[config.mk]
export PLATFORM = sky130hd
export DESIGN_NAME = lpif_link_top
export DESIGN_NICKNAME = d
export VERILOG_FILES = /design/src/hdl/lpif_pkg.sv /design/src/hdl/ll_auto_sync.sv /design/src/hdl/lpif_field_map.sv /design/src/hdl/lpif_phy_concat.sv /design/src/hdl/lpif_link_top.sv
export SDC_FILE = /design/constraint.sdc
export NUM_CORES = 1
export LEC_CHECK = 0
export ABC_AREA = 1
export ABC_CLOCK_PERIOD_IN_PS = 3000
export BUFFER_PORTS_ARGS = -buffer_cell sky130_fd_sc_hd__buf_4
export CAP_MARGIN = 20
export CORE_MARGIN = 3
export CORE_UTILIZATION = 35
export DETAILED_ROUTE_END_ITERATION = 8
export PLACE_DENSITY_LB_ADDON = 0.15
export SYNTH_ARGS = -nofsm -noshare
export SYNTH_HDL_FRONTEND = slang
export SYNTH_SLANG_ARGS = --single-unit
[constraint.sdc]
create_clock -name clk_wr -period 3 [get_ports clk_wr]
set_input_delay 0.3 -clock clk_wr [delete_from_list [all_inputs] [get_ports clk_wr]]
set_output_delay 0.3 -clock clk_wr [all_outputs]
set_load 0.01 [all_outputs]
[src/hdl/lpif_pkg.sv]
// LPIF link layer shared definitions
package lpif_pkg;

  // Word widths
  localparam int LINK_W = 77;
  localparam int PHY_W  = 80;

  // One packed LPIF beat, bit 0 upward:
  // valid, crc_valid, crc[3:0], dvalid, data[63:0], protid[1:0], state[3:0]
  typedef logic [LINK_W-1:0] link_word_t;

  // One AIB PHY transfer
  typedef logic [PHY_W-1:0]  phy_word_t;

  // LPIF field types
  typedef logic [3:0]  lpif_state_t;
  typedef logic [1:0]  lpif_protid_t;
  typedef logic [63:0] lpif_data_t;
  typedef logic [3:0]  lpif_crc_t;

  // Delay count in clk_wr cycles
  typedef logic [15:0] delay_t;

  // Reserved PHY positions
  localparam int PHY_STB_POS   = 1;
  localparam int PHY_SPARE_POS = 39;
  localparam int PHY_MRK_POS   = 79;

  // Payload placement
  // Link bits fill the non-reserved PHY positions in ascending order
  // link[0]     -> phy[0]
  // link[37:1]  -> phy[38:2]
  // link[76:38] -> phy[78:40]

  // Online state per direction
  typedef enum logic [1:0] {SYNC_OFF, SYNC_WAIT, SYNC_ON} sync_state_t;

endpackage

[src/hdl/ll_auto_sync.sv]
// Link online delay and strobe generation
`timescale 1ns/1ps

module ll_auto_sync
  import lpif_pkg::*;
#(
  parameter bit PERSISTENT_MARKER = 1'b1
) (
  input  logic   clk_wr,
  input  logic   rst_n,
  input  logic   tx_online,
  input  logic   rx_online,
  input  logic   tx_mrk_userbit,
  input  logic   tx_stb_userbit,
  input  delay_t delay_x_value,
  input  delay_t delay_y_value,
  input  delay_t delay_z_value,
  output logic   tx_online_delay,
  output logic   rx_online_delay,
  output logic   tx_auto_mrk_userbit,
  output logic   tx_auto_stb_userbit
);

  // Direction index into the per-direction arrays
  localparam int TX = 0;
  localparam int RX = 1;

  logic        [1:0] online_in;
  delay_t            delay_in [2];
  sync_state_t       state_q  [2];
  delay_t            stable_q [2];
  delay_t            per_cnt_q;
  delay_t            per_last;

  assign online_in    = {rx_online, tx_online};
  assign delay_in[TX] = delay_z_value;
  assign delay_in[RX] = delay_x_value;

  //////////////////////////////////////////////////////////////////////
  // Online FSMs
  // Online N edges after the first high sample
  // A zero delay counts as one
  always_ff @(posedge clk_wr) begin
    for (int i = 0; i < 2; i++) begin
      if (!rst_n) begin
        state_q[i]  <= SYNC_OFF;
        stable_q[i] <= '0;
      end else if (!online_in[i]) begin
        // Any low sample drops the link and restarts the count
        state_q[i]  <= SYNC_OFF;
        stable_q[i] <= '0;
      end else begin
        case (state_q[i])
          SYNC_OFF: begin
            state_q[i]  <= SYNC_WAIT;
            stable_q[i] <= 16'd1;
          end
          SYNC_WAIT: begin
            if (stable_q[i] >= delay_in[i]) state_q[i] <= SYNC_ON;
            else stable_q[i] <= stable_q[i] + 16'd1;
          end
          default: state_q[i] <= SYNC_ON;
        endcase
      end
    end
  end

  assign tx_online_delay = (state_q[TX] == SYNC_ON);
  assign rx_online_delay = (state_q[RX] == SYNC_ON);

  //////////////////////////////////////////////////////////////////////
  // Strobe period
  // Zero period behaves as one
  assign per_last = (delay_y_value == '0) ? '0 : delay_y_value - 16'd1;

  always_ff @(posedge clk_wr) begin
    if (!rst_n) per_cnt_q <= '0;
    else if (!tx_online_delay) per_cnt_q <= '0;
    else if (per_cnt_q >= per_last) per_cnt_q <= '0;
    else per_cnt_q <= per_cnt_q + 16'd1;
  end

  // Count zero marks the first online cycle and each period start
  assign tx_auto_stb_userbit = tx_online_delay & ((per_cnt_q == '0) | tx_stb_userbit);

  // Marker gating
  if (PERSISTENT_MARKER) begin : g_mrk_persist
    assign tx_auto_mrk_userbit = tx_online_delay & tx_mrk_userbit;
  end else begin : g_mrk_first
    logic tx_was_online_q;
    always_ff @(posedge clk_wr) begin
      if (!rst_n) tx_was_online_q <= 1'b0;
      else tx_was_online_q <= tx_online_delay;
    end
    // Only the first online cycle
    assign tx_auto_mrk_userbit = tx_online_delay & ~tx_was_online_q;
  end

  // No strobe while the transmit side is offline
  a_stb_online: assert property (@(posedge clk_wr) disable iff (!rst_n)
    tx_auto_stb_userbit |-> tx_online_delay)
    else $error("strobe raised while transmit side offline");

  // Receive side comes up only on a high rx_online sample
  a_rx_rise: assert property (@(posedge clk_wr) disable iff (!rst_n)
    $rose(rx_online_delay) |-> $past(rx_online))
    else $error("rx_online_delay rose with rx_online low");

endmodule

[src/hdl/lpif_field_map.sv]
// LPIF field mapping to and from link words
`timescale 1ns/1ps

module lpif_field_map
  import lpif_pkg::*;
(
  // Upstream LPIF bus
  input  lpif_state_t  ustrm_state,
  input  lpif_protid_t ustrm_protid,
  input  lpif_data_t   ustrm_data,
  input  logic         ustrm_dvalid,
  input  lpif_crc_t    ustrm_crc,
  input  logic         ustrm_crc_valid,
  input  logic         ustrm_valid,
  // Received link word and its gate
  input  link_word_t   rx_link,
  input  logic         rx_online_delay,
  // Link word to PHY side
  output link_word_t   tx_link,
  // Downstream LPIF bus
  output lpif_state_t  dstrm_state,
  output lpif_protid_t dstrm_protid,
  output lpif_data_t   dstrm_data,
  output logic         dstrm_dvalid,
  output lpif_crc_t    dstrm_crc,
  output logic         dstrm_crc_valid,
  output logic         dstrm_valid
);

  link_word_t rx_gated;

  //////////////////////////////////////////////////////////////////////
  // Upstream packing
  // Concatenation runs from state down to valid at bit 0
  assign tx_link = {ustrm_state,
                    ustrm_protid,
                    ustrm_data,
                    ustrm_dvalid,
                    ustrm_crc,
                    ustrm_crc_valid,
                    ustrm_valid};

  //////////////////////////////////////////////////////////////////////
  // Downstream unpacking
  // Whole word zeroed while receive is offline
  assign rx_gated = rx_online_delay ? rx_link : '0;

  // Same order as the packing above
  assign {dstrm_state,
          dstrm_protid,
          dstrm_data,
          dstrm_dvalid,
          dstrm_crc,
          dstrm_crc_valid,
          dstrm_valid} = rx_gated;

  // No downstream beat may leak out before link-up
  always_comb begin
    a_dstrm_gate: assert (!dstrm_valid || rx_online_delay)
      else $error("dstrm_valid high while receive side offline");
  end

endmodule

[src/hdl/lpif_phy_concat.sv]
// PHY word assembly and disassembly
`timescale 1ns/1ps

module lpif_phy_concat
  import lpif_pkg::*;
(
  input  logic       clk_wr,
  input  logic       rst_n,
  // Transmit side
  input  link_word_t tx_link,
  input  logic       tx_online,
  input  logic       tx_stb_userbit,
  input  logic       tx_mrk_userbit,
  output phy_word_t  tx_phy0,
  // Receive side
  input  phy_word_t  rx_phy0,
  output link_word_t rx_link
);

  // Link bit ranges on either side of the spare position
  localparam int LO_TOP = PHY_SPARE_POS - 2;
  localparam int HI_BOT = PHY_SPARE_POS - 1;

  phy_word_t tx_word;
  phy_word_t rx_q;

  //////////////////////////////////////////////////////////////////////
  // Transmit assembly
  always_comb begin
    tx_word = '0;
    // Bit 0 sits below the strobe
    tx_word[0] = tx_link[0];
    tx_word[PHY_STB_POS] = tx_stb_userbit;
    // Lower payload run, between strobe and spare
    tx_word[PHY_SPARE_POS-1:PHY_STB_POS+1] = tx_link[LO_TOP:1];
    // Spare stays zero
    tx_word[PHY_SPARE_POS] = 1'b0;
    // Upper payload run, between spare and marker
    tx_word[PHY_MRK_POS-1:PHY_SPARE_POS+1] = tx_link[LINK_W-1:HI_BOT];
    tx_word[PHY_MRK_POS] = tx_mrk_userbit;
  end

  // Output register
  // Idle word is all zeros
  always_ff @(posedge clk_wr) begin
    if (!rst_n) tx_phy0 <= '0;
    else if (!tx_online) tx_phy0 <= '0;
    else tx_phy0 <= tx_word;
  end

  //////////////////////////////////////////////////////////////////////
  // Receive disassembly
  // Input register, data only
  always_ff @(posedge clk_wr) begin
    rx_q <= rx_phy0;
  end

  // Strobe, spare and marker dropped
  assign rx_link = {rx_q[PHY_MRK_POS-1:PHY_SPARE_POS+1],
                    rx_q[PHY_SPARE_POS-1:PHY_STB_POS+1],
                    rx_q[0]};

  // Spare never driven on the wire
  a_spare_zero: assert property (@(posedge clk_wr) disable iff (!rst_n)
    !tx_phy0[PHY_SPARE_POS])
    else $error("spare bit set in tx_phy0");

endmodule

[src/hdl/lpif_link_top.sv]
// LPIF over AIB slave link layer
`timescale 1ns/1ps

module lpif_link_top
  import lpif_pkg::*;
#(
  parameter bit PERSISTENT_MARKER = 1'b1
) (
  input  logic         clk_wr,
  input  logic         rst_n,
  // Link control
  input  logic         tx_online,
  input  logic         rx_online,
  input  logic         tx_mrk_userbit,
  input  logic         tx_stb_userbit,
  input  delay_t       delay_x_value,
  input  delay_t       delay_y_value,
  input  delay_t       delay_z_value,
  // PHY
  output phy_word_t    tx_phy0,
  input  phy_word_t    rx_phy0,
  // Upstream LPIF
  input  lpif_state_t  ustrm_state,
  input  lpif_protid_t ustrm_protid,
  input  lpif_data_t   ustrm_data,
  input  logic         ustrm_dvalid,
  input  lpif_crc_t    ustrm_crc,
  input  logic         ustrm_crc_valid,
  input  logic         ustrm_valid,
  // Downstream LPIF
  output lpif_state_t  dstrm_state,
  output lpif_protid_t dstrm_protid,
  output lpif_data_t   dstrm_data,
  output logic         dstrm_dvalid,
  output lpif_crc_t    dstrm_crc,
  output logic         dstrm_crc_valid,
  output logic         dstrm_valid
);

  // Internal links
  link_word_t tx_link;
  link_word_t rx_link;
  logic       tx_online_delay;
  logic       rx_online_delay;
  logic       tx_auto_mrk_userbit;
  logic       tx_auto_stb_userbit;

  //////////////////////////////////////////////////////////////////////
  // Link-up timing
  ll_auto_sync #(
    .PERSISTENT_MARKER (PERSISTENT_MARKER)
  ) ll_auto_sync_i (
    .clk_wr              (clk_wr),
    .rst_n               (rst_n),
    .tx_online           (tx_online),
    .rx_online           (rx_online),
    .tx_mrk_userbit      (tx_mrk_userbit),
    .tx_stb_userbit      (tx_stb_userbit),
    .delay_x_value       (delay_x_value),
    .delay_y_value       (delay_y_value),
    .delay_z_value       (delay_z_value),
    .tx_online_delay     (tx_online_delay),
    .rx_online_delay     (rx_online_delay),
    .tx_auto_mrk_userbit (tx_auto_mrk_userbit),
    .tx_auto_stb_userbit (tx_auto_stb_userbit)
  );

  // LPIF fields, receive side gated by link-up
  lpif_field_map lpif_field_map_i (
    .ustrm_state     (ustrm_state),
    .ustrm_protid    (ustrm_protid),
    .ustrm_data      (ustrm_data),
    .ustrm_dvalid    (ustrm_dvalid),
    .ustrm_crc       (ustrm_crc),
    .ustrm_crc_valid (ustrm_crc_valid),
    .ustrm_valid     (ustrm_valid),
    .rx_link         (rx_link),
    .rx_online_delay (rx_online_delay),
    .tx_link         (tx_link),
    .dstrm_state     (dstrm_state),
    .dstrm_protid    (dstrm_protid),
    .dstrm_data      (dstrm_data),
    .dstrm_dvalid    (dstrm_dvalid),
    .dstrm_crc       (dstrm_crc),
    .dstrm_crc_valid (dstrm_crc_valid),
    .dstrm_valid     (dstrm_valid)
  );

  // PHY word, transmit enabled by the delayed online flag
  lpif_phy_concat lpif_phy_concat_i (
    .clk_wr         (clk_wr),
    .rst_n          (rst_n),
    .tx_link        (tx_link),
    .tx_online      (tx_online_delay),
    .tx_stb_userbit (tx_auto_stb_userbit),
    .tx_mrk_userbit (tx_auto_mrk_userbit),
    .tx_phy0        (tx_phy0),
    .rx_phy0        (rx_phy0),
    .rx_link        (rx_link)
  );

endmodule

==> reports/qor.txt <==
================================================================================
Fraction of the mapped netlist area in simple logic gates                  0.219
Max capacitance violation total                                                0
Most used standard cell by instance count after synthesis           sky130_fd_sc_hd__inv_1
Least-Margin Pin Slew                                                     689 ps
Fraction of the mapped netlist area in adder cells                        0.0773
Worst Setup End Kind                                                  output pin
Post-Synth XOR/XNOR Area                                                  0.0251
Critical path class                                                   reg -> out
Combined buffer and inverter count along the critical path                     2
Row count                                                                     57
Number of antenna violations at the first check in global routing              1
Number of warnings reported in the yosys synthesis log                         0
R2r startpoint                                                      ll_auto_sync_i.stable_q[0][9]$_SDFFCE_PN0P_
Core region area                                                       24500 µm²
First-pass iteration count of the detailed router                              5
Logic depth of the worst register-to-register path                             7
Cell area after layout                                                 14200 µm²
Sequential-to-total area share from yosys stat                             0.518
Setup Skew                                                               15.1 ps
Critical path arrival                                                    2010 ps
Post-layout net count                                                       1862
Setup slack at placement                                                  208 ps
Status                                                                 completed
Slew margin rel.                                                           0.541
Worst Hold Slack                                                         27.4 ps
Worst setup startpoint                                              ll_auto_sync_i.state_q[1][1]$_SDFFCE_PN0P_
Vias in the first global route                                              8249
Iter 0 DRT Violations                                                        264
Pwr dens                                                              476 nW/µm²
Clock buffer count from CTS                                                   24
Area after detailed placement                                          11900 µm²
First-pass GRT wire length                                              41200 µm
Final period util                                                          0.769
Fraction of synthesized cell area taken by the top area cell type          0.394
Buffer count from post-CTS setup fixing                                        0
CTS tree                                                                   built
Crit path largest cell delay                                              470 ps
Type of the most critical hold path                                    in -> reg
Hold-fix buffer count after cts                                              151
Required time of the critical path                                       2700 ps
End of the worst register-to-register path                          ll_auto_sync_i.stable_q[0][8]$_SDFFCE_PN0P_
Critical path launch point type                                         register
DRC                                                                            0
Cell variety after synth                                                      38
Clock sinks                                                                  208
Grt ovf                                                                        0
Leading post-synthesis cells by cell area                           sky130_fd_sc_hd__dfxtp_1 (39%), sky130_fd_sc_hd__edfxtp_1 (12%), sky130_fd_sc_hd__inv_1 (11%), sky130_fd_sc_hd__nor2_1 (9.9%), sky130_fd_sc_hd__ha_1 (7.7%)
Number of cells after detailed placement                                    1744
Post-layout minimum cycle time                                           2310 ps
Number of standard cells after synthesis                                    1071
Top cells by instance count after synthesis                         sky130_fd_sc_hd__inv_1 (257), sky130_fd_sc_hd__nor2_1 (231), sky130_fd_sc_hd__dfxtp_1 (172)
Starting utilization of the core area                                      0.357
Final-layout setup total negative slack                                     0 ps
Total of buffers placed on input and output ports                            363
Maximum number of pins on one net before global-route repair                  55
Number of nets in the synthesized netlist                                   1336
Mean instance size in the synthesized netlist                           8.16 µm²
Cell at the root of the clock tree                                  sky130_fd_sc_hd__clkbuf_16
Overall track demand over capacity in global routing                       0.191
Die height                                                                164 µm
Highest Clock Rate                                                       433 MHz
Dominant combinational cell family by area after synthesis          simple AND/OR/NAND/NOR gates
Non-filler instance count after layout                                      1939
Slowest cell on the critical path                                   sky130_fd_sc_hd__nand2_2
Number of synthesized flops with an enable pin                                36
Cell type with the largest total area after synthesis               sky130_fd_sc_hd__dfxtp_1
Leading register cell type out of synthesis                         sky130_fd_sc_hd__dfxtp_1
Die Outline Area                                                       26900 µm²
Slack of the worst reg-to-reg path                                        900 ps
CP Cell Sequence                                                    nand2_2 > buf_12 > nor2_1 > buf_4
Combined area of all synthesized cells                                  8740 µm²
Final number of max-transition violations                                      0
Clock-pin transition on the worst setup and hold timing paths              60 ps
Mean routed wirelength per cell                                          14.0 µm
Area grow syn2layout                                                       62.2%
Detail Route Antenna Nets                                                      0
Share of cells above drive strength 1                                      0.276
Total leakage power                                                      7.38 nW
Worst skew pair latency                                                   510 ps
Area fraction in compound gates after synthesis                           0.0391
VDD IR-drop max                                                           547 µV
Hold worst-path end                                                 lpif_phy_concat_i.tx_phy0[1]$_SDFF_PN0_
Setup violations, final                                                        0
Width of the die                                                          164 µm
Crit-path leading delay family                                      simple AND/OR/NAND/NOR gates
Start point of the worst min-delay path                             tx_stb_userbit
Via count of the routed design                                              8275
Vias/cell                                                                   4.27
Deepest clock path buffer count                                                3
Multiplexer share of the synthesized area                                      0
Final Hold Vio Count                                                           0
Post-cts repair resize count                                                   0
Number of flip-flops and latches in the synthesized netlist                  208
H-Tree Depth                                                                   1
Peak fanout along the critical path                                           51
Setup repair after global routing missed its margin                           no
Async set-or-reset flop fraction in the synthesized netlist                    0
Post-DP HPWL                                                            19600 µm
Wirelength, routed                                                      27200 µm
Worst Slack Setup Final                                                   693 ps
Final estimated routing congestion in global placement                     0.813
I/O Pins                                                                     368
Hold Path Stages                                                               3
================================================================================
-- placed cells by master, fill, tap and decap left out, types with 5 or more instances in the layout --
cell,synthesis,layout
sky130_fd_sc_hd__buf_4,2,369
sky130_fd_sc_hd__inv_1,257,257
sky130_fd_sc_hd__nor2_1,231,231
sky130_fd_sc_hd__dfxtp_1,172,172
sky130_fd_sc_hd__dlygate4sd3_1,0,151
sky130_fd_sc_hd__nand2_1,107,106
sky130_fd_sc_hd__ha_1,54,54
sky130_fd_sc_hd__a21oi_1,39,39
sky130_fd_sc_hd__edfxtp_1,36,36
sky130_fd_sc_hd__nand3_1,30,29
sky130_fd_sc_hd__clkbuf_16,0,27
sky130_fd_sc_hd__nor3_1,18,18
sky130_fd_sc_hd__xor2_1,18,18
sky130_fd_sc_hd__o21ai_0,13,13
sky130_fd_sc_hd__nor4_1,10,10
sky130_fd_sc_hd__nand4_1,10,10
sky130_fd_sc_hd__or2_2,9,9
sky130_fd_sc_hd__xnor2_1,7,7
sky130_fd_sc_hd__clkinv_2,0,6
sky130_fd_sc_hd__nor2_2,5,5
sky130_fd_sc_hd__nor3_2,5,5
sky130_fd_sc_hd__clkbuf_8,0,5
-- per-stage QoR --
step,utilization,power (mW)
after global placement,0.485,3.69
after global routing,0.580,7.04
final,0.580,6.75
after detailed placement,0.485,3.70
after CTS,0.579,6.83
after floorplan,-,3.31
-- final cells by class --
class,count,area (µm²)
diodes,1,2.50
clock buffers,34,752
clock inverters,9,51.3
fillers,2122,10300
inverters,259,972
multi-input cells,583,3170
flip-flops and latches,208,4520
well taps,324,405
repair buffers,521,4300
-- how the worst max path moves through the flow --
stage / to / slack, ps / cells after the start
after floorplan: ll_auto_sync_i.per_cnt_q[10]$_SDFF_PP0_ / 630 / 15
after global placement: ll_auto_sync_i.per_cnt_q[12]$_SDFF_PP0_ / 250 / 16
after detailed placement: ll_auto_sync_i.per_cnt_q[13]$_SDFF_PP0_ / 210 / 16
after CTS: dstrm_data[24] / 650 / 4
after global routing: ll_auto_sync_i.per_cnt_q[11]$_SDFF_PP0_ / 320 / 16
final: dstrm_data[0] / 690 / 4
-- report_power, final --
part	internal, mW	leakage, nW	switching, mW	total (mW)
combinational	0.468	5.13	0.340	0.808
sequential	2.95	1.84	0.0539	3.01
clock	1.75	0.408	1.19	2.93
total	5.17	7.38	1.58	6.75
-- worst reg2reg max path: cells and delay by family, from the launching register on --
kind	cells	cell delay, ps
buffers and inverters	1	250
adder cells (fa/ha/maj)	1	340
flip-flops	1	500
AND/OR/NAND/NOR	5	750
-- per-layer routing --
metal / track usage / vias to the layer above / wire length, µm
li1: - / 4280 / -
met1: 0.224 / 3670 / 10700
met2: 0.328 / 259 / 13300
met3: 0.0603 / 66 / 2140
met4: 0.0723 / 0 / 1070
met5: 0 / - / 0
-- cells by family after synthesis --
family	count (synthesis)
adders and majority gates	54
other	1
xor gates and xnor gates	25
and+or+nand+nor	440
buffers and inverters	280
AOI/OAI and AO/OA	63
DFF	208
-- sequential cells by signal, summed over array words and instances (netlist names) --
signal,cells
ll_auto_sync_i.per_cnt_q,16
lpif_phy_concat_i.rx_q,77
ll_auto_sync_i.stable_q,32
lpif_phy_concat_i.tx_phy0,79
ll_auto_sync_i.state_q,4
Power figures use the tool's default switching activity.
